[src/logic/video_pkg.sv]
// Video window package
// Shared widths, host command codes and the structs that carry
// timing, scale settings, aspect ratio and the display window

`default_nettype none

package video_pkg;

	// Pixel and line coordinates
	localparam int COORD_W = 12;
	// Aspect component, top bit flags an absolute size
	localparam int AR_W    = 13;
	localparam int HOST_W  = 16;

	////////////////////////////////////////////////////////////
	// Host command codes
	typedef enum logic [7:0] {
		CMD_NONE         = 8'h00,
		CMD_VIDEO_TIMING = 8'h20,
		CMD_VSET         = 8'h27,
		CMD_VS_WAIT      = 8'h30,
		CMD_HSET         = 8'h37
	} host_cmd_e;

	////////////////////////////////////////////////////////////
	// Output timing, eight values in host load order
	typedef struct packed {
		logic [COORD_W-1:0] width;
		logic [COORD_W-1:0] hfp;
		logic [COORD_W-1:0] hs;
		logic [COORD_W-1:0] hbp;
		logic [COORD_W-1:0] height;
		logic [COORD_W-1:0] vfp;
		logic [COORD_W-1:0] vs;
		logic [COORD_W-1:0] vbp;
	} video_timing_t;

	typedef struct packed {
		logic [COORD_W-1:0] vset;
		logic [COORD_W-1:0] hset;
		logic               freescale;
	} scale_cfg_t;

	typedef struct packed {
		logic [AR_W-1:0] arx;
		logic [AR_W-1:0] ary;
	} aspect_t;

	typedef struct packed {
		logic [COORD_W-1:0] hmin;
		logic [COORD_W-1:0] hmax;
		logic [COORD_W-1:0] vmin;
		logic [COORD_W-1:0] vmax;
	} window_t;

	// Window calculator sequence
	typedef enum logic [2:0] {
		IDLE_CHECK,
		START_W,
		WAIT_W,
		START_H,
		WAIT_H,
		CLIP,
		CENTRE
	} window_state_e;

	// CEA 1080p60, loaded at reset
	localparam video_timing_t TIMING_1080P60 = '{
		width:  12'd1920, hfp: 12'd88, hs: 12'd44, hbp: 12'd148,
		height: 12'd1080, vfp: 12'd4,  vs: 12'd5,  vbp: 12'd36
	};

endpackage

`default_nettype wire

[src/logic/host_cmd_decoder.sv]
// Host command decoder
// First strobe of a transfer picks the command, later strobes
// carry its parameters into the timing and scale registers.
// Also keeps the wait-for-vsync flag

`default_nettype none

module host_cmd_decoder (
	input  wire logic                         clk_vid,
	input  wire logic                         i_rst,
	input  wire logic                         i_host_sel,
	input  wire logic                         i_host_strobe,
	input  wire logic [video_pkg::HOST_W-1:0] i_host_data,
	input  wire logic                         i_vs_norm,
	output video_pkg::video_timing_t          o_timing,
	output video_pkg::scale_cfg_t             o_scale,
	output logic                              o_vs_wait
);
	import video_pkg::*;

	logic       has_cmd;
	host_cmd_e  cmd;
	// Saturates at 8 so trailing timing words are dropped
	logic [3:0] param_cnt;
	logic       vs_d;
	logic       vs_rise;

	assign vs_rise = i_vs_norm & ~vs_d;

	always_ff @(posedge clk_vid) begin
		if (i_rst) begin
			has_cmd   <= 1'b0;
			cmd       <= CMD_NONE;
			param_cnt <= '0;
			o_timing  <= TIMING_1080P60;
			o_scale   <= '0;
			o_vs_wait <= 1'b0;
			vs_d      <= 1'b0;
		end else begin
			vs_d <= i_vs_norm;

			// Vsync edge clears the flag, a new wait command below wins
			if (vs_rise)
				o_vs_wait <= 1'b0;

			if (!i_host_sel) begin
				has_cmd <= 1'b0;
				cmd     <= CMD_NONE;
			end else if (i_host_strobe) begin
				if (!has_cmd) begin
					// Command word
					has_cmd   <= 1'b1;
					cmd       <= host_cmd_e'(i_host_data[7:0]);
					param_cnt <= '0;
					if (i_host_data[7:0] == CMD_VS_WAIT)
						o_vs_wait <= 1'b1;
				end else begin
					// Parameter word
					if (param_cnt != 4'd8)
						param_cnt <= param_cnt + 4'd1;

					case (cmd)
						CMD_VIDEO_TIMING: begin
							if (param_cnt < 4'd8) begin
								case (param_cnt[2:0])
									3'd0: o_timing.width  <= i_host_data[COORD_W-1:0];
									3'd1: o_timing.hfp    <= i_host_data[COORD_W-1:0];
									3'd2: o_timing.hs     <= i_host_data[COORD_W-1:0];
									3'd3: o_timing.hbp    <= i_host_data[COORD_W-1:0];
									3'd4: o_timing.height <= i_host_data[COORD_W-1:0];
									3'd5: o_timing.vfp    <= i_host_data[COORD_W-1:0];
									3'd6: o_timing.vs     <= i_host_data[COORD_W-1:0];
									default: o_timing.vbp <= i_host_data[COORD_W-1:0];
								endcase
							end
						end
						CMD_VSET: begin
							if (param_cnt == 4'd0)
								o_scale.vset <= i_host_data[COORD_W-1:0];
						end
						CMD_HSET: begin
							// Free-scale flag rides in the top bit
							if (param_cnt == 4'd0) begin
								o_scale.hset      <= i_host_data[COORD_W-1:0];
								o_scale.freescale <= i_host_data[HOST_W-1];
							end
						end
						default: begin
						end
					endcase
				end
			end
		end
	end

endmodule

`default_nettype wire

[src/logic/sync_polarity_fix.sv]
// Sync polarity fixer
// Measures the high and low run lengths of a sync and inverts it
// when the high run is the longer one, so the output is active high

`default_nettype none

module sync_polarity_fix #(
	parameter int CNT_W = 16
) (
	input  wire logic clk_vid,
	input  wire logic i_rst,
	input  wire logic i_sync,
	output logic      o_sync
);

	logic             s1;
	logic             s2;
	logic [CNT_W-1:0] run_cnt;
	logic [CNT_W-1:0] low_len;
	logic [CNT_W-1:0] high_len;
	logic             pol;

	// No added delay on the sync itself
	assign o_sync = i_sync ^ pol;

	always_ff @(posedge clk_vid) begin
		if (i_rst) begin
			s1       <= 1'b0;
			s2       <= 1'b0;
			run_cnt  <= '0;
			low_len  <= '0;
			high_len <= '0;
			pol      <= 1'b0;
		end else begin
			s1 <= i_sync;
			s2 <= s1;

			// Cycles since last transition, held at max on a dead sync
			if (s1 != s2)
				run_cnt <= '0;
			else if (run_cnt != '1)
				run_cnt <= run_cnt + CNT_W'(1);

			if (s1 & ~s2)
				low_len <= run_cnt;
			if (~s1 & s2)
				high_len <= run_cnt;

			pol <= (high_len > low_len);
		end
	end

endmodule

`default_nettype wire

[src/logic/umuldiv.sv]
// Unsigned multiply-then-divide
// Product in one cycle, then a restoring division producing one
// quotient bit per cycle. Result saturates on overflow or zero divisor

`default_nettype none

module umuldiv #(
	parameter int MUL_W = 24,
	parameter int DIV_W = 12
) (
	input  wire logic             clk_vid,
	input  wire logic             i_rst,
	input  wire logic             i_start,
	input  wire logic [MUL_W-1:0] i_mul_a,
	input  wire logic [MUL_W-1:0] i_mul_b,
	input  wire logic [DIV_W-1:0] i_div,
	output logic                  o_busy,
	output logic [MUL_W-1:0]      o_result
);

	localparam int CMP_W  = (MUL_W > DIV_W) ? MUL_W : DIV_W;
	localparam int STEP_W = $clog2(MUL_W + 1);

	logic [MUL_W-1:0]   op_a;
	logic [MUL_W-1:0]   op_b;
	logic [DIV_W-1:0]   op_d;
	logic [2*MUL_W-1:0] product;
	logic               mul_phase;
	logic [STEP_W-1:0]  step;
	logic [DIV_W-1:0]   rem;
	logic [DIV_W:0]     trial;
	logic [DIV_W:0]     diff;
	logic [MUL_W-1:0]   dividend_lo;
	logic [MUL_W-1:0]   quo;
	logic               sat;

	assign product  = {{MUL_W{1'b0}}, op_a} * {{MUL_W{1'b0}}, op_b};
	assign trial    = {rem, dividend_lo[MUL_W-1]};
	assign diff     = trial - {1'b0, op_d};
	assign o_result = sat ? '1 : quo;

	////////////////////////////////////////////////////////////
	// Control
	always_ff @(posedge clk_vid) begin
		if (i_rst) begin
			o_busy    <= 1'b0;
			mul_phase <= 1'b0;
			step      <= '0;
		end else if (i_start) begin
			o_busy    <= 1'b1;
			mul_phase <= 1'b1;
		end else if (mul_phase) begin
			mul_phase <= 1'b0;
			step      <= '0;
		end else if (o_busy) begin
			step <= step + STEP_W'(1);
			if (step == STEP_W'(MUL_W - 1))
				o_busy <= 1'b0;
		end
	end

	////////////////////////////////////////////////////////////
	// Datapath
	always_ff @(posedge clk_vid) begin
		if (i_start) begin
			op_a <= i_mul_a;
			op_b <= i_mul_b;
			op_d <= i_div;
		end

		if (mul_phase) begin
			// Upper half seeds the remainder, must stay below the divisor
			rem         <= DIV_W'(product[2*MUL_W-1 -: MUL_W]);
			dividend_lo <= product[MUL_W-1:0];
			quo         <= '0;
			sat         <= CMP_W'(product[2*MUL_W-1 -: MUL_W]) >= CMP_W'(op_d);
		end else if (o_busy) begin
			dividend_lo <= {dividend_lo[MUL_W-2:0], 1'b0};
			if (trial >= {1'b0, op_d}) begin
				rem <= diff[DIV_W-1:0];
				quo <= {quo[MUL_W-2:0], 1'b1};
			end else begin
				rem <= trial[DIV_W-1:0];
				quo <= {quo[MUL_W-2:0], 1'b0};
			end
		end
	end

endmodule

`default_nettype wire

[src/logic/video_window_top.sv]
// Video window and sync top level
// Host decoder, window calculator and the two sync polarity fixers

`default_nettype none

module video_window_top #(
	parameter int MUL_W = 24,
	parameter int CNT_W = 16
) (
	input  wire logic                         clk_vid,
	input  wire logic                         i_rst,
	input  wire logic                         i_host_sel,
	input  wire logic                         i_host_strobe,
	input  wire logic [video_pkg::HOST_W-1:0] i_host_data,
	input  wire video_pkg::aspect_t           i_aspect,
	input  wire logic                         i_hs,
	input  wire logic                         i_vs,
	output video_pkg::window_t                o_window,
	output logic                              o_vs_wait,
	output logic                              o_hs,
	output logic                              o_vs
);
	import video_pkg::*;

	video_timing_t timing;
	scale_cfg_t    scale;

	host_cmd_decoder u_decoder (
		.clk_vid       (clk_vid),
		.i_rst         (i_rst),
		.i_host_sel    (i_host_sel),
		.i_host_strobe (i_host_strobe),
		.i_host_data   (i_host_data),
		.i_vs_norm     (o_vs),
		.o_timing      (timing),
		.o_scale       (scale),
		.o_vs_wait     (o_vs_wait)
	);

	window_calc #(
		.MUL_W(MUL_W)
	) u_window (
		.clk_vid  (clk_vid),
		.i_rst    (i_rst),
		.i_timing (timing),
		.i_scale  (scale),
		.i_aspect (i_aspect),
		.o_window (o_window)
	);

	// Core syncs may come either polarity
	sync_polarity_fix #(.CNT_W(CNT_W)) sync_fix_h (
		.clk_vid (clk_vid),
		.i_rst   (i_rst),
		.i_sync  (i_hs),
		.o_sync  (o_hs)
	);

	sync_polarity_fix #(.CNT_W(CNT_W)) sync_fix_v (
		.clk_vid (clk_vid),
		.i_rst   (i_rst),
		.i_sync  (i_vs),
		.o_sync  (o_vs)
	);

endmodule

`default_nettype wire

[src/logic/window_calc.sv]
// Display window calculator
// Loops over the output size, overrides and aspect ratio and
// produces the centred window, using one shared multiply-divide

`default_nettype none

module window_calc #(
	parameter int MUL_W = 24
) (
	input  wire logic                     clk_vid,
	input  wire logic                     i_rst,
	input  wire video_pkg::video_timing_t i_timing,
	input  wire video_pkg::scale_cfg_t    i_scale,
	input  wire video_pkg::aspect_t       i_aspect,
	output video_pkg::window_t            o_window
);
	import video_pkg::*;

	logic [COORD_W-1:0] hdmi_w;
	logic [COORD_W-1:0] hdmi_h;
	logic [COORD_W-1:0] ar_x;
	logic [COORD_W-1:0] ar_y;
	logic               ar_abs;
	window_state_e      state;
	logic [MUL_W-1:0]   wcalc;
	logic [MUL_W-1:0]   hcalc;
	logic [COORD_W-1:0] video_w;
	logic [COORD_W-1:0] video_h;
	logic [COORD_W-1:0] h_off;
	logic [COORD_W-1:0] v_off;
	logic               md_start;
	logic               md_busy;
	logic               md_done;
	logic [MUL_W-1:0]   md_mul_a;
	logic [MUL_W-1:0]   md_mul_b;
	logic [COORD_W-1:0] md_div;
	logic [MUL_W-1:0]   md_result;
	logic               size_direct;

	umuldiv #(
		.MUL_W(MUL_W),
		.DIV_W(COORD_W)
	) u_muldiv (
		.clk_vid  (clk_vid),
		.i_rst    (i_rst),
		.i_start  (md_start),
		.i_mul_a  (md_mul_a),
		.i_mul_b  (md_mul_b),
		.i_div    (md_div),
		.o_busy   (md_busy),
		.o_result (md_result)
	);

	// Start pulse still in flight counts as busy
	assign md_done     = ~md_start & ~md_busy;
	assign size_direct = i_scale.freescale || (ar_x == '0) || (ar_y == '0) || ar_abs;
	assign h_off       = (i_timing.width - video_w) >> 1;
	assign v_off       = (i_timing.height - video_h) >> 1;

	// Output size and aspect, refreshed every cycle
	always_ff @(posedge clk_vid) begin
		hdmi_h <= (i_scale.vset != '0 && i_scale.vset < i_timing.height) ?
			i_scale.vset : i_timing.height;
		hdmi_w <= (i_scale.hset != '0 && i_scale.hset < i_timing.width) ?
			i_scale.hset : i_timing.width;
		ar_x   <= i_aspect.arx[COORD_W-1:0];
		ar_y   <= i_aspect.ary[COORD_W-1:0];
		ar_abs <= i_aspect.arx[AR_W-1] | i_aspect.ary[AR_W-1];
	end

	////////////////////////////////////////////////////////////
	// Sequencer
	always_ff @(posedge clk_vid) begin
		if (i_rst) begin
			state    <= IDLE_CHECK;
			md_start <= 1'b0;
			o_window <= '0;
		end else begin
			md_start <= 1'b0;
			case (state)
				IDLE_CHECK: state <= size_direct ? CLIP : START_W;
				START_W: begin
					md_start <= 1'b1;
					state    <= WAIT_W;
				end
				WAIT_W:     if (md_done) state <= START_H;
				START_H: begin
					md_start <= 1'b1;
					state    <= WAIT_H;
				end
				WAIT_H:     if (md_done) state <= CLIP;
				CLIP:       state <= CENTRE;
				CENTRE: begin
					o_window.hmin <= h_off;
					o_window.hmax <= h_off + video_w - COORD_W'(1);
					o_window.vmin <= v_off;
					o_window.vmax <= v_off + video_h - COORD_W'(1);
					state         <= IDLE_CHECK;
				end
				default:    state <= IDLE_CHECK;
			endcase
		end
	end

	////////////////////////////////////////////////////////////
	// Video size datapath
	always_ff @(posedge clk_vid) begin
		case (state)
			IDLE_CHECK: begin
				// Full output or absolute size, no divide needed
				if (i_scale.freescale || ar_x == '0 || ar_y == '0) begin
					wcalc <= MUL_W'(hdmi_w);
					hcalc <= MUL_W'(hdmi_h);
				end else if (ar_abs) begin
					wcalc <= MUL_W'(ar_x);
					hcalc <= MUL_W'(ar_y);
				end
			end
			START_W: begin
				md_mul_a <= MUL_W'(hdmi_h);
				md_mul_b <= MUL_W'(ar_x);
				md_div   <= ar_y;
			end
			WAIT_W:     if (md_done) wcalc <= md_result;
			START_H: begin
				md_mul_a <= MUL_W'(hdmi_w);
				md_mul_b <= MUL_W'(ar_y);
				md_div   <= ar_x;
			end
			WAIT_H:     if (md_done) hcalc <= md_result;
			CLIP: begin
				video_w <= (wcalc > MUL_W'(hdmi_w)) ? hdmi_w : wcalc[COORD_W-1:0];
				video_h <= (hcalc > MUL_W'(hdmi_h)) ? hdmi_h : hcalc[COORD_W-1:0];
			end
			default: begin
			end
		endcase
	end

endmodule

`default_nettype wire

[config.mk]
export PLATFORM = sky130hd
export DESIGN_NAME = video_window_top
export DESIGN_NICKNAME = d
export VERILOG_FILES = /design/src/logic/video_pkg.sv /design/src/logic/host_cmd_decoder.sv /design/src/logic/sync_polarity_fix.sv /design/src/logic/umuldiv.sv /design/src/logic/video_window_top.sv /design/src/logic/window_calc.sv
export SDC_FILE = /design/constraint.sdc
export NUM_CORES = 1
export LEC_CHECK = 0
export ABC_AREA = 1
export BUFFER_PORTS_ARGS = -buffer_cell sky130_fd_sc_hd__buf_2
export CORE_MARGIN = 8
export CORE_UTILIZATION = 60
export CTS_BUF_LIST = sky130_fd_sc_hd__clkbuf_4
export DETAILED_ROUTE_END_ITERATION = 7
export GPL_TIMING_DRIVEN = 0
export PLACE_DENSITY = 0.75
export SYNTH_ARGS = -nofsm -noshare
export SYNTH_HDL_FRONTEND = slang
export SYNTH_SLANG_ARGS = --single-unit
[constraint.sdc]
create_clock -name clk_vid -period 7.9 [get_ports clk_vid]
set_input_delay 0.395 -clock clk_vid [delete_from_list [all_inputs] [get_ports clk_vid]]
set_output_delay 0.395 -clock clk_vid [all_outputs]
set_load 0.01 [all_outputs]
---- Yosys cells after proc, flatten, opt, wreduce, memory -nomap -nowiden ----
Cells that the tools add are included.
word-level totals
  register bits after elaboration ......... 525
  input bits .............................. 48
  output and inout bits ................... 51
  logic and storage cells ................. 181
operators by class
  add/sub/neg operators ................... 11
  multipliers ............................. 1
  order comparisons ....................... 9
  equality and inequality tests ........... 22
  multiplexer cells ....................... 40
  bitwise gates (word level) .............. 18
  reduce and logical (&&, ||, !) cells .... 30
operators by type and width
  operator                 number
  $mux W24                 8
  $pmux W24 S2             4
  $mux W12                 7
  $gt A24 B12 Y1           2
  $mul A24 B24 Y48         1
  $sub A12 B12 Y12         3
  $add A16 B1 Y16 const B  2
  $eq A8 B6 Y1 const B     4
  $gt A16 B16 Y1           2
  $ne A16 B16 Y1 const B   2
  $add A11 B12 Y12         2
  $ge A24 B12 Y1           1
  $logic_not A12 Y1        2
  $lt A12 B12 Y1           2
  $pmux W12 S2             1
  $reduce_bool A12 Y1      2
  $sub A12 B1 Y12 const B  2
  $pmux W3 S6              1
  $ge A13 B12 Y1           1
  $eq A3 B3 Y1 const B     4
  $mux W1                  12
  $reduce_and A6 Y1        2
  $mux W5                  2
  $reduce_and A5 Y1        2
  other kinds (25)         60

---- Logic depth before layout (Yosys ltp) ----
  word-level depth ........................ 7
  gate-level depth with buffers ........... 29
  depth with buffers taken out ............ 28

---- Modules after synthesis ----
From an unflattened synthesis, not the netlist that was laid out.
second synthesis, totals
  cell total of the unflattened synthesis .. 6416
  area total of the unflattened synthesis .. 48920.7 sq um
by module, submodules not included
  module             times used  cells an instance  area an instance (sq um)  seq. area each (sq um)
  umuldiv            1           3288               25786.0                   3533.4
  window_calc        1           1649               12510.7                   5225.0
  host_cmd_decoder   1           815                5606.6                    2722.6
  sync_polarity_fix  2           332                2508.7                    1021.0

---- Worst setup path after synthesis ----
Ideal clock, no wire load.
  path kind ............................... register to register
  start ................................... register u_window.u_muldiv.op_b[5]
  end ..................................... register u_window.u_muldiv.sat, data pin
  setup time .............................. 0.259 ns
  arrival time ............................ 5.592 ns
  required time ........................... 7.641 ns
  slack ................................... 2.050 ns
  cell stages (with the launch flop) ...... 29
  buffers on the path ..................... 1
  path through ............................ edfxtp_1 clkbuf_1 nand2_1 fa_1 inv_1 fa_1 inv_1 fa_1 inv_1 ha_1 fa_1 inv_1 fa_1 fa_1 inv_1 ha_1 nand2_1 inv_1 nand2_1 nand2_1 nand2_1 nand2_1 nand2_1 nand3_1 nand2_1 nand2_1 ha_1 o21ai_0 a21oi_1
on the way
  longest elaborated chain between the ends .. 2
ends and longest elaborated chain
  what                    RTL line       RTL
  from (decl)             umuldiv.sv:25  logic [MUL_W-1:0] op_b;
  from (signal assigned)  umuldiv.sv:67  op_b <= i_mul_b;
  $mul A24 B24 Y48        umuldiv.sv:37  assign product = {{MUL_W{1'b0}}, op_a} * {{MUL_W{1'b0}}, op_b};
  $ge A24 B12 Y1          umuldiv.sv:76  sat <= CMP_W'(product[2*MUL_W-1 -: MUL_W]) >= CMP_W'(op_d);
  to (signal assigned)    umuldiv.sv:76
  to (decl)               umuldiv.sv:35  logic sat;
No other way between the ends.
A chain may end at the register's enable or synchronous reset.

---- Final worst setup path ----
  start ................................... register u_window.u_muldiv.op_a[8]
  end ..................................... register u_window.u_muldiv.sat, data pin
on the way
  longest elaborated chain between the ends .. 2
ends and longest elaborated chain
  what                    RTL line       RTL
  from (decl)             umuldiv.sv:24  logic [MUL_W-1:0] op_a;
  from (signal assigned)  umuldiv.sv:66  op_a <= i_mul_a;
  $mul A24 B24 Y48        umuldiv.sv:37
  $ge A24 B12 Y1          umuldiv.sv:76
No other way between the ends.

==> results.yml <==
place:
  port_buffers: 92
  detailed_place_hpwl_mm: 61.1
  placed_area_sq_um: 31000
  gp_congestion: 0.967
route:
  avgViaCountPerCell: 5.32
  antenna_violating_nets_post_route: 0
  routed-via-count: 25500
  first_pass_iters: 5
  drc: 0
  drt_iter0_markers: 1967
  routed_wirelength_mm: 79.3
  avgRoutedWirePerCell_um: 16.6
pwr:
  combPwrFrac_pct: 45.4
  power.leakage_nw: 16.6
  swShare_pct: 41.9
  powerDensity_nw_per_um2: 282
  clockPowerShare_pct: 22.8
  internal-power_mw: 5.40
  total_switching_power_mw: 3.89
  seqPwrFrac_pct: 31.8
  ir_worst_vdd_uv: 249
critical_path:
  worst_ep_arrival_time_ps: 7480
  slowest_delay_ps: 580
  critical_path_peak_fanout: 10
  cp-end-kind: "flip-flop"
  worstSetupStartpoint: "u_window.u_muldiv.op_a[8]"
  slack_of_the_worst_reg_to_reg_path_ps: 1070
  cp.required_ps: 8550
  crit_buf_inv: 7
  critical-path-slowest-cell: "sky130_fd_sc_hd__fa_1"
  reg2reg_from: "u_window.u_muldiv.op_a[8]"
  start_kind: "flip-flop"
  path_delay_family: "adder cells"
  critical_path_class: "reg2reg"
layout:
  post_route_cells_drive_above_1_share_pct: 8.57
  final_nets: 4435
  post-route-cell-area_sq_um: 33000
  flow.area_growth_from_synthesis_pct: 11.6
die:
  fp.dieArea_sq_um: 56700
  floorplan.die.height_um: 238
  rows: 81
  pin_count: 99
  design.core.area_sq_um: 48800
  die_span_in_x_um: 238
  initial_core_util_pct: 60.5
global_routing:
  grt_pass1_vias: 24300
  maximum_number_of_pins_on_one_net_before_global_route_repair: 42
  globalRouteTotalUtil_pct: 27.5
  grt_first_pass_wirelength_mm: 125
  grt_remaining_overflow: 0
  number_of_antenna_violations_at_the_first_check_in_global_routing: 5
logic_synthesis:
  yosys_register_bits: 477
  synth_most_common_cell: "sky130_fd_sc_hd__inv_1"
  synth.largest_area_cell: "sky130_fd_sc_hd__dfxtp_1"
  netlist_area_sq_um: 29600
  post_synth.cell_area_avg_sq_um: 7.87
  async_reset_ff_share_pct: 0
  synth-warning-count: 0
  postSynthCellCount: 3759
  synth_enable_flop_cells: 181
  yosysTopAreaCellShare_pct: 20.0
  synth.yosys.seq_area_share_pct: 38.4
  synth_flop_cell: "sky130_fd_sc_hd__dfxtp_1"
  synthTopCellsByCount: "sky130_fd_sc_hd__inv_1, sky130_fd_sc_hd__nand2_1, sky130_fd_sc_hd__dfxtp_1, sky130_fd_sc_hd__ha_1, sky130_fd_sc_hd__o21ai_0"
  ys_top_cells_by_area: "sky130_fd_sc_hd__dfxtp_1, sky130_fd_sc_hd__edfxtp_1, sky130_fd_sc_hd__ha_1, sky130_fd_sc_hd__inv_1, sky130_fd_sc_hd__nand2_1"
  synth.distinct_cells: 49
sta:
  hold_violations: 0
  tightestPinTransition_ps: 934
  max_freq_mhz: 146
  grt_setup_unrepaired: "false"
  final_setup_violation_count: 0
  final_worst_path_period_need_ps: 6830
  timing.final.max_slew_violations: 0
  final.setup_skew_ps: 115
  max_slew_margin_pct: 37.8
  tns_ps: 0
  min_period_over_period_pct: 86.5
clocking:
  post_cts_buffers: 0
  clk_transition_reported_paths_ps: 80
  numCtsBuffers: 119
  cts_htree_levels: 3
  clk-insertion-delay-late_ps: 930
  tritoncts: "done"
  postcts_resize_cnt: 0
  cts.sinks: 477
  cts-root-buf: "sky130_fd_sc_hd__clkbuf_4"
  clk_path_buf_depth: 3
run:
  max-cap-violations: 0
min_path:
  hold_start: "i_aspect[4]"
  min_path_type: "in2reg"
status:
  run_status: "completed"
==> layout by cell type (no fill, tap or decap), types with 4 or more instances in the layout <==
master | netlist | final
sky130_fd_sc_hd__a211oi_1 | 7 | 7
sky130_fd_sc_hd__a21o_1 | 4 | 4
sky130_fd_sc_hd__a21oi_1 | 253 | 253
sky130_fd_sc_hd__a31oi_1 | 7 | 7
sky130_fd_sc_hd__and2_1 | 8 | 8
sky130_fd_sc_hd__buf_1 | 8 | 8
sky130_fd_sc_hd__buf_2 | 26 | 118
sky130_fd_sc_hd__buf_4 | 5 | 5
sky130_fd_sc_hd__buf_6 | 4 | 4
sky130_fd_sc_hd__clkbuf_1 | 84 | 83
sky130_fd_sc_hd__clkbuf_4 | 0 | 181
sky130_fd_sc_hd__clkinv_1 | 3 | 31
sky130_fd_sc_hd__dfxtp_1 | 296 | 295
sky130_fd_sc_hd__dlygate4sd3_1 | 0 | 46
sky130_fd_sc_hd__edfxtp_1 | 181 | 181
sky130_fd_sc_hd__fa_1 | 105 | 105
sky130_fd_sc_hd__ha_1 | 258 | 258
sky130_fd_sc_hd__inv_1 | 778 | 778
sky130_fd_sc_hd__inv_2 | 4 | 4
sky130_fd_sc_hd__nand2_1 | 764 | 764
sky130_fd_sc_hd__nand3_1 | 188 | 188
sky130_fd_sc_hd__nand3b_1 | 9 | 9
sky130_fd_sc_hd__nand4_1 | 83 | 83
sky130_fd_sc_hd__nor2_1 | 255 | 253
sky130_fd_sc_hd__nor2_2 | 3 | 4
sky130_fd_sc_hd__nor3_1 | 26 | 26
sky130_fd_sc_hd__nor3_2 | 4 | 4
sky130_fd_sc_hd__nor4_1 | 10 | 10
sky130_fd_sc_hd__o211ai_1 | 16 | 16
sky130_fd_sc_hd__o21a_1 | 4 | 4
sky130_fd_sc_hd__o21ai_0 | 257 | 255
sky130_fd_sc_hd__o21bai_1 | 5 | 5
sky130_fd_sc_hd__o22ai_1 | 24 | 24
sky130_fd_sc_hd__xnor2_1 | 26 | 26
sky130_fd_sc_hd__xor2_1 | 31 | 31
==> layer usage <==
metal / vias to the layer above / wire length (um) / GRT usage (%)
met4: 2 / 3110 / 11.6
met3: 189 / 5710 / 4.97
met2: 962 / 36300 / 44.9
li1: 12600 / - / -
met5: - / 13 / 0
met1: 11700 / 34200 / 35.8
==> power groups by stage <==
stage	sequential, mW	clock, mW	combinational (mW)
floorplan	2.97	0	3.04
global placement	3.01	0	4.08
detailed placement	3.00	0	4.17
CTS	2.95	2.17	4.22
global route	2.97	2.30	4.78
finish	2.95	2.12	4.22
==> state kept, by name, indices dropped and copies added (netlist names), 24 cells and up <==
register	count
u_window.hcalc	24
u_window.u_muldiv.dividend_lo	24
u_window.o_window	46
u_decoder.o_timing	24
u_decoder.o_scale	25
u_window.wcalc	24
u_window.u_muldiv.quo	24
==> area by class of cell <==
type,count,area (sq um)
tap,664,831
multi-input combinational,2371,14700
inverter,785,2950
sequential,477,11400
fill,4232,15800
clock buffer,181,1360
buffer,127,559
timing repair buffer,143,1010
clock inverter,37,215
antenna,3,7.51
==> path summary, 6_finish.rpt <==
| path | to | cells after the start |
|---|---|---|
| worst min register to register | u_window.u_muldiv.op_b[2] | 0 |
| worst max register to register | u_window.u_muldiv.sat | 26 |
| worst max-delay path | u_window.u_muldiv.sat | 26 |
| worst min-delay path | u_window.ar_y[4] | 2 |
==> cell families (layout without fill, tap and decap cells) <==
group | Yosys count | count (layout) | synth area share (%)
AO/OA/AOI/OAI | 583 | 583 | 10.4
AND/OR/NAND/NOR | 1366 | 1366 | 19.7
other | 1 | 5 | 0.0127
flip-flops | 477 | 477 | 38.4
buffers and inverters | 912 | 1273 | 11.8
adder cells (fa/ha/maj) | 363 | 363 | 18.0
XOR/XNOR | 57 | 57 | 1.69
==> what timing repair did <==
item / 4_1_cts / 5_1_grt
hold buffers: 46 / 0
hold endpoints to repair: 92 / 0
endpoints found under the setup margin: 0 / 0
==> per-stage QoR <==
stage               total power [mW]  instances  utilization (%)  hold WS [ps]  setup WS (ps)
finish                          9.30       4788             67.6           158           1070
global route                    10.1       4787             67.6           124            759
CTS                             9.33       4785             67.6          61.9           1180
detailed placement              7.17       4521             63.4           405           1140
global placement                7.08       4516             63.2           400           1230
floorplan                       6.01       3760                -           400           2050
==> worst reg2reg max path, cell delays in order (launching register included) <==
cell and delay, ps:
sky130_fd_sc_hd__edfxtp_1 430, sky130_fd_sc_hd__clkbuf_1 520, sky130_fd_sc_hd__nand2_1 180, sky130_fd_sc_hd__inv_1 120, sky130_fd_sc_hd__fa_1 440, sky130_fd_sc_hd__fa_1 510, sky130_fd_sc_hd__inv_1 50, sky130_fd_sc_hd__fa_1 530
sky130_fd_sc_hd__inv_1 50, sky130_fd_sc_hd__ha_1 290, sky130_fd_sc_hd__ha_1 350, sky130_fd_sc_hd__fa_1 580, sky130_fd_sc_hd__inv_1 70, sky130_fd_sc_hd__fa_1 530, sky130_fd_sc_hd__inv_1 40, sky130_fd_sc_hd__ha_1 390
sky130_fd_sc_hd__nand2_1 150, sky130_fd_sc_hd__inv_1 70, sky130_fd_sc_hd__a21oi_1 320, sky130_fd_sc_hd__nand2_1 110, sky130_fd_sc_hd__nand2_1 110, sky130_fd_sc_hd__nand3_1 80, sky130_fd_sc_hd__nand2_1 120, sky130_fd_sc_hd__nand2_1 90
sky130_fd_sc_hd__ha_1 270, sky130_fd_sc_hd__o21ai_0 170, sky130_fd_sc_hd__a21oi_1 130
(Power assumes the default switching activity.)
